$ cat src/logic/pkt_gen_cfg.svh
// build-time configuration of the packet generator
// beat width, buffer capacity, user tag width and byte order.

`ifndef PKT_GEN_CFG_SVH
`define PKT_GEN_CFG_SVH

// bytes carried by one stream beat.
`define PKT_GEN_DATA_BYTES 4

// buffer capacity in bytes, also the longest packet.
// must be a whole number of beats.
`define PKT_GEN_MTU_BYTES 64

// width of the tuser tag.
`define PKT_GEN_USER_WIDTH 8

// 1 puts packet byte 0 of a beat in the top tdata lane.
// 0 puts it in the bottom lane.
`define PKT_GEN_BIG_ENDIAN 1

`endif

$ cat src/logic/axis_types_pkg.sv
// stream-side vector types
// tdata word, tkeep mask and tuser tag.

`include "pkt_gen_cfg.svh"
`default_nettype none

package axis_types_pkg;

    // one beat of tdata.
    typedef logic [`PKT_GEN_DATA_BYTES*8-1:0] axis_data_t;

    // one bit per tdata lane.
    typedef logic [`PKT_GEN_DATA_BYTES-1:0] axis_keep_t;

    // tag repeated on every beat of a packet.
    typedef logic [`PKT_GEN_USER_WIDTH-1:0] axis_user_t;

endpackage

`default_nettype wire

$ cat src/logic/pkt_gen_pkg.sv
// generator-side types
// byte length, buffer word address, beat count and the FSM state.

`include "pkt_gen_cfg.svh"
`default_nettype none

package pkt_gen_pkg;

    // holds 0 up to the full buffer size.
    typedef logic [$clog2(`PKT_GEN_MTU_BYTES+1)-1:0] pkt_len_t;

    // index of one beat-wide word in the buffer.
    typedef logic [$clog2(`PKT_GEN_MTU_BYTES/`PKT_GEN_DATA_BYTES)-1:0] word_addr_t;

    // wide enough for the beat total of a full buffer.
    typedef logic [$clog2(`PKT_GEN_MTU_BYTES/`PKT_GEN_DATA_BYTES+1)-1:0] beat_cnt_t;

    typedef enum logic {
        idle,
        send
    } pkt_gen_state_t;

endpackage

`default_nettype wire

$ cat src/logic/axis_packet_generator.sv
// AXI4-Stream packet generator top level
// buffer, beat counter, send FSM and beat formatter.

`default_nettype none
`timescale 1ns/100ps

module axis_packet_generator
    import axis_types_pkg::*;
    import pkt_gen_pkg::*;
(
    input  wire logic       axis_packet_out,
    input  wire logic       rst,

    // host side.
    input  wire logic       wr_strobe,
    input  wire word_addr_t wr_addr,
    input  wire axis_data_t wr_data,
    input  wire logic       send_req,
    input  wire pkt_len_t   pkt_len,
    input  wire axis_user_t pkt_user,
    output logic            busy,

    // stream side.
    output logic            axis_packet_out_tvalid,
    output axis_data_t      axis_packet_out_tdata,
    output axis_keep_t      axis_packet_out_tkeep,
    output axis_user_t      axis_packet_out_tuser,
    output logic            axis_packet_out_tlast,
    input  wire logic       axis_packet_out_tready
);

    logic       accept;
    logic       advance;
    logic       last_beat;
    beat_cnt_t  beat_idx;
    axis_data_t raw_word;

    pkt_buffer u_pkt_buffer (
        .axis_packet_out (axis_packet_out),
        .wr_strobe       (wr_strobe),
        .wr_addr         (wr_addr),
        .wr_data         (wr_data),
        // the index never passes the last word of the buffer.
        .rd_addr         (word_addr_t'(beat_idx)),
        .rd_data         (raw_word)
    );

    beat_counter u_beat_counter (
        .axis_packet_out (axis_packet_out),
        .rst             (rst),
        .load            (accept),
        .pkt_len         (pkt_len),
        .advance         (advance),
        .beat_idx        (beat_idx),
        .last_beat       (last_beat)
    );

    pkt_gen_fsm u_pkt_gen_fsm (
        .axis_packet_out (axis_packet_out),
        .rst             (rst),
        .send_req        (send_req),
        .pkt_len         (pkt_len),
        .last_beat       (last_beat),
        .tready          (axis_packet_out_tready),
        .accept          (accept),
        .advance         (advance),
        .busy            (busy),
        .tvalid          (axis_packet_out_tvalid)
    );

    beat_formatter u_beat_formatter (
        .axis_packet_out (axis_packet_out),
        .rst             (rst),
        .accept          (accept),
        .pkt_len         (pkt_len),
        .pkt_user        (pkt_user),
        .raw_word        (raw_word),
        .last_beat       (last_beat),
        .tdata           (axis_packet_out_tdata),
        .tkeep           (axis_packet_out_tkeep),
        .tuser           (axis_packet_out_tuser),
        .tlast           (axis_packet_out_tlast)
    );

endmodule

`default_nettype wire

$ cat src/logic/beat_counter.sv
// beat counter
// beat total per packet, current beat index and the last-beat flag.

`include "pkt_gen_cfg.svh"
`default_nettype none
`timescale 1ns/100ps

module beat_counter
    import pkt_gen_pkg::*;
(
    input  wire logic     axis_packet_out,
    input  wire logic     rst,
    input  wire logic     load,
    input  wire pkt_len_t pkt_len,
    input  wire logic     advance,
    output beat_cnt_t     beat_idx,
    output logic          last_beat
);

    localparam int data_bytes = `PKT_GEN_DATA_BYTES;

    beat_cnt_t beat_total;

    always_ff @(posedge axis_packet_out) begin
        if (rst) begin
            beat_total <= '0;
            beat_idx   <= '0;
        end else if (load) begin
            // round up so that a partial final beat is counted.
            beat_total <= beat_cnt_t'((int'(pkt_len) + data_bytes - 1) / data_bytes);
            beat_idx   <= '0;
        end else if (advance) begin
            beat_idx <= beat_idx + beat_cnt_t'(1);
        end
    end

    // a zero total after reset wraps to all ones, which keeps the flag low.
    assign last_beat = (beat_idx == beat_total - beat_cnt_t'(1));

endmodule

`default_nettype wire

$ cat src/logic/beat_formatter.sv
// beat formatter
// captured tag and final-beat byte count, lane order, tkeep and tlast.

`include "pkt_gen_cfg.svh"
`default_nettype none
`timescale 1ns/100ps

module beat_formatter
    import axis_types_pkg::*;
    import pkt_gen_pkg::*;
(
    input  wire logic       axis_packet_out,
    input  wire logic       rst,
    input  wire logic       accept,
    input  wire pkt_len_t   pkt_len,
    input  wire axis_user_t pkt_user,
    input  wire axis_data_t raw_word,
    input  wire logic       last_beat,
    output axis_data_t      tdata,
    output axis_keep_t      tkeep,
    output axis_user_t      tuser,
    output logic            tlast
);

    localparam int data_bytes = `PKT_GEN_DATA_BYTES;
    localparam int cnt_w      = $clog2(data_bytes + 1);

    // packet bytes held by the final beat, 1 to data_bytes.
    logic [cnt_w-1:0] last_bytes;
    axis_user_t       user_q;

    always_ff @(posedge axis_packet_out) begin
        if (rst) begin
            last_bytes <= '0;
            user_q     <= '0;
        end else if (accept) begin
            if (int'(pkt_len) % data_bytes == 0) begin
                last_bytes <= cnt_w'(data_bytes);
            end else begin
                last_bytes <= cnt_w'(int'(pkt_len) % data_bytes);
            end
            user_q <= pkt_user;
        end
    end

    always_comb begin
        tdata = raw_word;
        tkeep = '1;
        if (`PKT_GEN_BIG_ENDIAN) begin
            for (int i = 0; i < data_bytes; i++) begin
                tdata[(data_bytes-1-i)*8 +: 8] = raw_word[i*8 +: 8];
            end
        end
        if (last_beat) begin
            tkeep = '0;
            // mark packet byte i in the lane it was moved to.
            for (int i = 0; i < data_bytes; i++) begin
                if (i < int'(last_bytes)) begin
                    if (`PKT_GEN_BIG_ENDIAN) begin
                        tkeep[data_bytes-1-i] = 1'b1;
                    end else begin
                        tkeep[i] = 1'b1;
                    end
                end
            end
        end
    end

    assign tuser = user_q;
    assign tlast = last_beat;

endmodule

`default_nettype wire

$ cat src/logic/pkt_buffer.sv
// packet store
// one write port driven by a strobe, one combinational read port.

`include "pkt_gen_cfg.svh"
`default_nettype none
`timescale 1ns/100ps

module pkt_buffer
    import axis_types_pkg::*;
    import pkt_gen_pkg::*;
(
    input  wire logic       axis_packet_out,
    input  wire logic       wr_strobe,
    input  wire word_addr_t wr_addr,
    input  wire axis_data_t wr_data,
    input  wire word_addr_t rd_addr,
    output axis_data_t      rd_data
);

    localparam int num_words = `PKT_GEN_MTU_BYTES / `PKT_GEN_DATA_BYTES;

    // lane i of a word is packet byte word*beat_width + i, lane 0 at the bottom.
    axis_data_t mem [num_words];

    always_ff @(posedge axis_packet_out) begin
        if (wr_strobe) begin
            mem[wr_addr] <= wr_data;
        end
    end

    // the beat index drives rd_addr, so the word is ready in the same cycle.
    assign rd_data = mem[rd_addr];

endmodule

`default_nettype wire

$ cat src/logic/pkt_gen_fsm.sv
// send control FSM
// request accept, busy and tvalid, and the beat advance pulse.

`default_nettype none
`timescale 1ns/100ps

module pkt_gen_fsm
    import pkt_gen_pkg::*;
(
    input  wire logic     axis_packet_out,
    input  wire logic     rst,
    input  wire logic     send_req,
    input  wire pkt_len_t pkt_len,
    input  wire logic     last_beat,
    input  wire logic     tready,
    output logic          accept,
    output logic          advance,
    output logic          busy,
    output logic          tvalid
);

    pkt_gen_state_t state;
    pkt_gen_state_t state_next;
    logic           xfer;

    // requests while busy or with zero length are dropped here.
    assign accept = (state == idle) && send_req && (pkt_len != '0);

    assign busy   = (state == send);
    assign tvalid = (state == send);

    assign xfer = tvalid && tready;

    // the counter holds on the final beat.
    assign advance = xfer && !last_beat;

    always_comb begin
        state_next = state;
        case (state)
            idle: begin
                if (accept) begin
                    state_next = send;
                end
            end
            send: begin
                if (xfer && last_beat) begin
                    state_next = idle;
                end
            end
            default: begin
                state_next = idle;
            end
        endcase
    end

    always_ff @(posedge axis_packet_out) begin
        if (rst) begin
            state <= idle;
        end else begin
            state <= state_next;
        end
    end

endmodule

`default_nettype wire

$ cat config.mk
export PLATFORM = sky130hd
export DESIGN_NAME = axis_packet_generator
export DESIGN_NICKNAME = d
export VERILOG_FILES = /design/src/logic/axis_types_pkg.sv /design/src/logic/pkt_gen_pkg.sv /design/src/logic/axis_packet_generator.sv /design/src/logic/beat_counter.sv /design/src/logic/beat_formatter.sv /design/src/logic/pkt_buffer.sv /design/src/logic/pkt_gen_fsm.sv
export VERILOG_INCLUDE_DIRS = /design/src /design/src/logic
export SDC_FILE = /design/constraint.sdc
export NUM_CORES = 1
export LEC_CHECK = 0
export ABC_AREA = 1
export BUFFER_PORTS_ARGS = -buffer_cell sky130_fd_sc_hd__buf_4
export CORE_ASPECT_RATIO = 0.75
export CORE_UTILIZATION = 40
export CTS_BUF_LIST = sky130_fd_sc_hd__clkbuf_2 sky130_fd_sc_hd__clkbuf_4 sky130_fd_sc_hd__clkbuf_8
export DETAILED_ROUTE_END_ITERATION = 8
export PLACE_DENSITY_LB_ADDON = 0.25
export RECOVER_POWER = 25
export SLEW_MARGIN = 10
export SYNTH_ARGS = -nofsm -noshare
export SYNTH_HDL_FRONTEND = slang
export SYNTH_SLANG_ARGS = --single-unit
$ cat constraint.sdc
create_clock -name axis_packet_out -period 2 [get_ports axis_packet_out]
set_input_delay 0.1 -clock axis_packet_out [delete_from_list [all_inputs] [get_ports axis_packet_out]]
set_output_delay 0.1 -clock axis_packet_out [all_outputs]
set_load 0.03 [all_outputs]
==> metrics.log <==
INFO  metric postSynthAreaPerCell = 13.5 um2
INFO  metric multi_input_area = 4660 um2
INFO  metric stdcell_area = 25700 um2
INFO  metric power-per-cell-area = 902 nW/um2
INFO  metric detail_route.first_pass.iterations = 5
INFO  metric boundaryPins = 103
INFO  metric failed_checks = setup timing
INFO  metric dr.first_iter.drc_count = around 1400
INFO  metric timing.setup.critical_path_class = reg2out
INFO  metric avgRoutedWirePerCell = 22.0 um
INFO  metric start_util = 0.407
INFO  metric ys.warnings.count = 0
INFO  metric htreeDepth = 3
INFO  metric total_switching_power = roughly 0.0052 W
INFO  metric timing.critical_path.required = ~1.9 ns
INFO  metric critPathMaxFanout = 57
INFO  metric max-slew-margin-rel = 0.534
INFO  metric synth_largest_type_area_fraction = 0.731
INFO  metric drc = 0
INFO  metric portBuffers = 102
INFO  metric timing.final.ws_setup = -0.320 ns
INFO  metric power_switching_share = 0.223
INFO  metric area.growth.synth_to_final = 21.9%
INFO  metric rsz0062_at_grt = yes
INFO  metric die_h = around 200 um
INFO  metric clk_pin_slew = roughly 0.06 ns
INFO  metric clock_tree_from_tritoncts = yes
INFO  metric total_via_count_after_detailed_routing = 13786
INFO  metric grt_pass1_vias = 13411
INFO  metric dieWidth = about 270 um
INFO  metric drt_wl_total = 55500 um
INFO  metric setup-violations-final = 37
INFO  metric power.ir.vdd_worst = 0.453 mV
INFO  metric timing.final.crit_period = 2.32 ns
INFO  metric clock-sinks = 538
INFO  metric ff_latch_area = 15900 um2
INFO  metric worst_skew_pair.late_latency = 0.62 ns
INFO  metric finish.utilization = 0.496
INFO  metric power.combinational.fraction = 0.063
INFO  metric placeableCoreArea = 51700 um2
INFO  metric worst_pin_slew = 0.699 ns
INFO  metric placementRows = 72
INFO  metric numCtsBuffers = 84
INFO  metric routed_via_density = 5.47
INFO  metric clock-root-buffer = sky130_fd_sc_hd__clkbuf_8
INFO  metric start_kind = flop
INFO  metric hold_violations = 0
INFO  metric grt_start_max_net_pins = 58
INFO  metric min_path_type = in2reg
INFO  metric synth.largest_area_cell = sky130_fd_sc_hd__edfxtp_1
INFO  metric unique_cell_type_count_in_the_yosys_netlist = 26
INFO  metric cts_max_path_buffers = 3
INFO  metric synth_seq_area_share = 0.755
INFO  metric finalWeightedCongestion = 0.793
INFO  metric power_frac_seq = 0.547
INFO  metric synth_area_leaders = sky130_fd_sc_hd__edfxtp_1 (73%), sky130_fd_sc_hd__o21ai_0 (6.0%), sky130_fd_sc_hd__nor2_1 (5.4%), sky130_fd_sc_hd__o221ai_1 (4.1%), sky130_fd_sc_hd__dfxtp_1 (2.5%)
INFO  metric status = finished, violations left
INFO  metric timing.critical_path.to_type = output pin
INFO  metric cp.arrival = 2.22 ns
INFO  metric final_layout_size_suffix_gt1_frac = 0.178
INFO  metric n_fill_cell = 4455
INFO  metric total_congestion_overflow = 0
INFO  metric layout_worst_path_cycle_share = 1.16
INFO  metric slew_viol_final = 0
INFO  metric finalNetCount = 1812
INFO  metric cell_area_synth = between 20000 and 25000 um2
INFO  metric grt_first_pass_wirelength = 83300 um
INFO  metric p_int = ~0.018 W
INFO  metric netlist_instances = 1563
INFO  metric p_clk_frac = 0.390
INFO  metric antenna_violating_nets_post_route = 0
INFO  metric grt_use_total = 0.207
INFO  metric finClkSkew = between 0.01 and 0.015 ns
INFO  metric maxClockFrequency = 431 MHz
INFO  metric synth.net_count = roughly 1600
INFO  metric grt_antenna_before_repair = 2
INFO  metric dp_hpwl = 25900 um
INFO  metric postSynthRegisterBits = 538
INFO  metric design.die.area = 53500 um2
INFO  metric cap_viol_max_count = 0
INFO  metric placed_cell_area = 22900 um2
INFO  metric static-leakage-power = ~8.6 nW
[cell usage in the layout (no fill, tap or decap), types with 3 or more instances in the layout]
cell type,n
sky130_fd_sc_hd__a21oi_1,10
sky130_fd_sc_hd__buf_12,27
sky130_fd_sc_hd__buf_16,14
sky130_fd_sc_hd__buf_4,74
sky130_fd_sc_hd__buf_6,25
sky130_fd_sc_hd__clkbuf_1,19
sky130_fd_sc_hd__clkbuf_4,33
sky130_fd_sc_hd__clkbuf_8,86
sky130_fd_sc_hd__clkinv_1,18
sky130_fd_sc_hd__clkinv_2,4
sky130_fd_sc_hd__clkinvlp_4,4
sky130_fd_sc_hd__dfxtp_1,20
sky130_fd_sc_hd__dfxtp_2,3
sky130_fd_sc_hd__dfxtp_4,3
sky130_fd_sc_hd__dlygate4sd3_1,52
sky130_fd_sc_hd__edfxtp_1,512
sky130_fd_sc_hd__inv_1,23
sky130_fd_sc_hd__inv_2,6
sky130_fd_sc_hd__nand2_1,65
sky130_fd_sc_hd__nand2_2,13
sky130_fd_sc_hd__nand3_1,47
sky130_fd_sc_hd__nand3b_1,3
sky130_fd_sc_hd__nor2_1,285
sky130_fd_sc_hd__nor2_4,17
sky130_fd_sc_hd__o211ai_1,30
sky130_fd_sc_hd__o21ai_0,233
sky130_fd_sc_hd__o21ai_1,35
sky130_fd_sc_hd__o221ai_1,98
sky130_fd_sc_hd__o22ai_1,35
sky130_fd_sc_hd__xor2_1,4
[cells by family after synthesis]
| family | after synthesis | share of synthesized area |
|---|---|---|
| compound gates | 443 | 0.129 |
| buf+inv | 142 | 0.0318 |
| flops | 538 | 0.755 |
| fa+ha+maj | 2 | 0.00119 |
| simple gates | 433 | 0.0810 |
| xor+xnor | 5 | 0.00208 |
[worst paths after layout]
check / endpoint / from / cells past startpoint / slack [ns]
hold / removal: u_beat_counter.beat_total[1] / pkt_len[2] / 6 / 0.06
setup reg to reg: flop / u_beat_counter.beat_total[0] / 14 / 0.14
setup / recovery: axis_packet_out_tdata[11] / flop / 7 / -0.32
hold reg to reg: u_beat_formatter.tuser[4] / u_beat_formatter.tuser[4] / 2 / 0.49
[layout make-up]
type | count | area share
Antenna cell | 2 | 0.000195
Clock buffer | 119 | 0.0558
Clock inverter | 29 | 0.00727
Inverter | 32 | 0.00561
Multi-Input combinational cell | 883 | 0.182
Sequential cell | 538 | 0.620
Tap cell | 703 | 0.0343
Timing Repair Buffer | 214 | 0.0946
Timing Repair inverter | 1 | 0.000341
[power by group through the flow]
stage	combinational (W)	sequential, W	clock [W]
after CTS	0.00146	0.0126	0.00923
after global placement	0.00119	0.0129	0
after floorplan	0.000634	0.0129	0
after global routing	0.00158	0.0127	0.00968
after detailed placement	0.00121	0.0129	0
final	0.00145	0.0126	0.00903
[layer usage]
layer / global-route usage / share of wire
met1: 0.294 / 0.45
met3: 0.0367 / 0.058
met2: 0.323 / 0.47
met5: 0 / 0
met4: 0.0675 / 0.021
[synth_stat cells]
master / count
sky130_fd_sc_hd__edfxtp_1: 512
sky130_fd_sc_hd__clkbuf_2: 3
sky130_fd_sc_hd__clkbuf_1: 60
sky130_fd_sc_hd__xor2_1: 4
sky130_fd_sc_hd__buf_2: 34
sky130_fd_sc_hd__o21ai_1: 18
sky130_fd_sc_hd__a21oi_1: 10
sky130_fd_sc_hd__o22ai_1: 35
sky130_fd_sc_hd__nand3_1: 48
sky130_fd_sc_hd__nor2_1: 302
sky130_fd_sc_hd__nand4_1: 2
sky130_fd_sc_hd__o21ai_0: 252
sky130_fd_sc_hd__dfxtp_1: 26
sky130_fd_sc_hd__ha_1: 2
sky130_fd_sc_hd__inv_1: 30
sky130_fd_sc_hd__clkinv_1: 1
sky130_fd_sc_hd__buf_6: 11
sky130_fd_sc_hd__o221ai_1: 98
sky130_fd_sc_hd__inv_4: 1
sky130_fd_sc_hd__buf_4: 1
sky130_fd_sc_hd__nand2_1: 77
sky130_fd_sc_hd__nand2_2: 1
sky130_fd_sc_hd__nand3b_1: 3
sky130_fd_sc_hd__xnor2_1: 1
sky130_fd_sc_hd__buf_1: 1
sky130_fd_sc_hd__o211ai_1: 30
[stage by stage]
stage	power (W)	hold WS (ns)	setup TNS (ns)	setup WS [ns]	cells
global placement	0.0141	0.322	0	0.190	2300
CTS	0.0233	0.0181	-11.68	-0.376	2517
finish	0.0231	0.0624	-9.77	-0.320	2521
global route	0.0239	0.106	-15.00	-0.459	2520
detailed placement	0.0141	0.335	0	0.0967	2300
floorplan	0.0135	0.199	-29.55	-0.0927	1563
[flip-flops by register name (all words and copies together), names as in the netlist, named ones only]
register,flops
u_beat_counter.beat_idx,5
u_beat_formatter.last_bytes,3
u_pkt_buffer.mem,512
u_beat_formatter.tuser,8
u_beat_counter.beat_total,5
u_pkt_gen_fsm.busy,1
[worst max-delay path, cell delays in order, from the launching register on]
cell	delay, ns
sky130_fd_sc_hd__dfxtp_4	0.38
sky130_fd_sc_hd__clkinv_4	0.11
sky130_fd_sc_hd__buf_16	0.26
sky130_fd_sc_hd__o21ai_0	0.14
sky130_fd_sc_hd__o221ai_1	0.18
sky130_fd_sc_hd__o211ai_1	0.15
sky130_fd_sc_hd__nand2_1	0.20
sky130_fd_sc_hd__buf_6	0.16
[timing repair]
item,CTS,global route
endpoints found under the hold margin,538,0
pin swaps,14,10
hold buffers,52,0
cloned,8,1
buffers inserted,9,1
resized for setup,78,21
endpoints found under the setup margin,37,45
(Power assumes the default switching activity.)
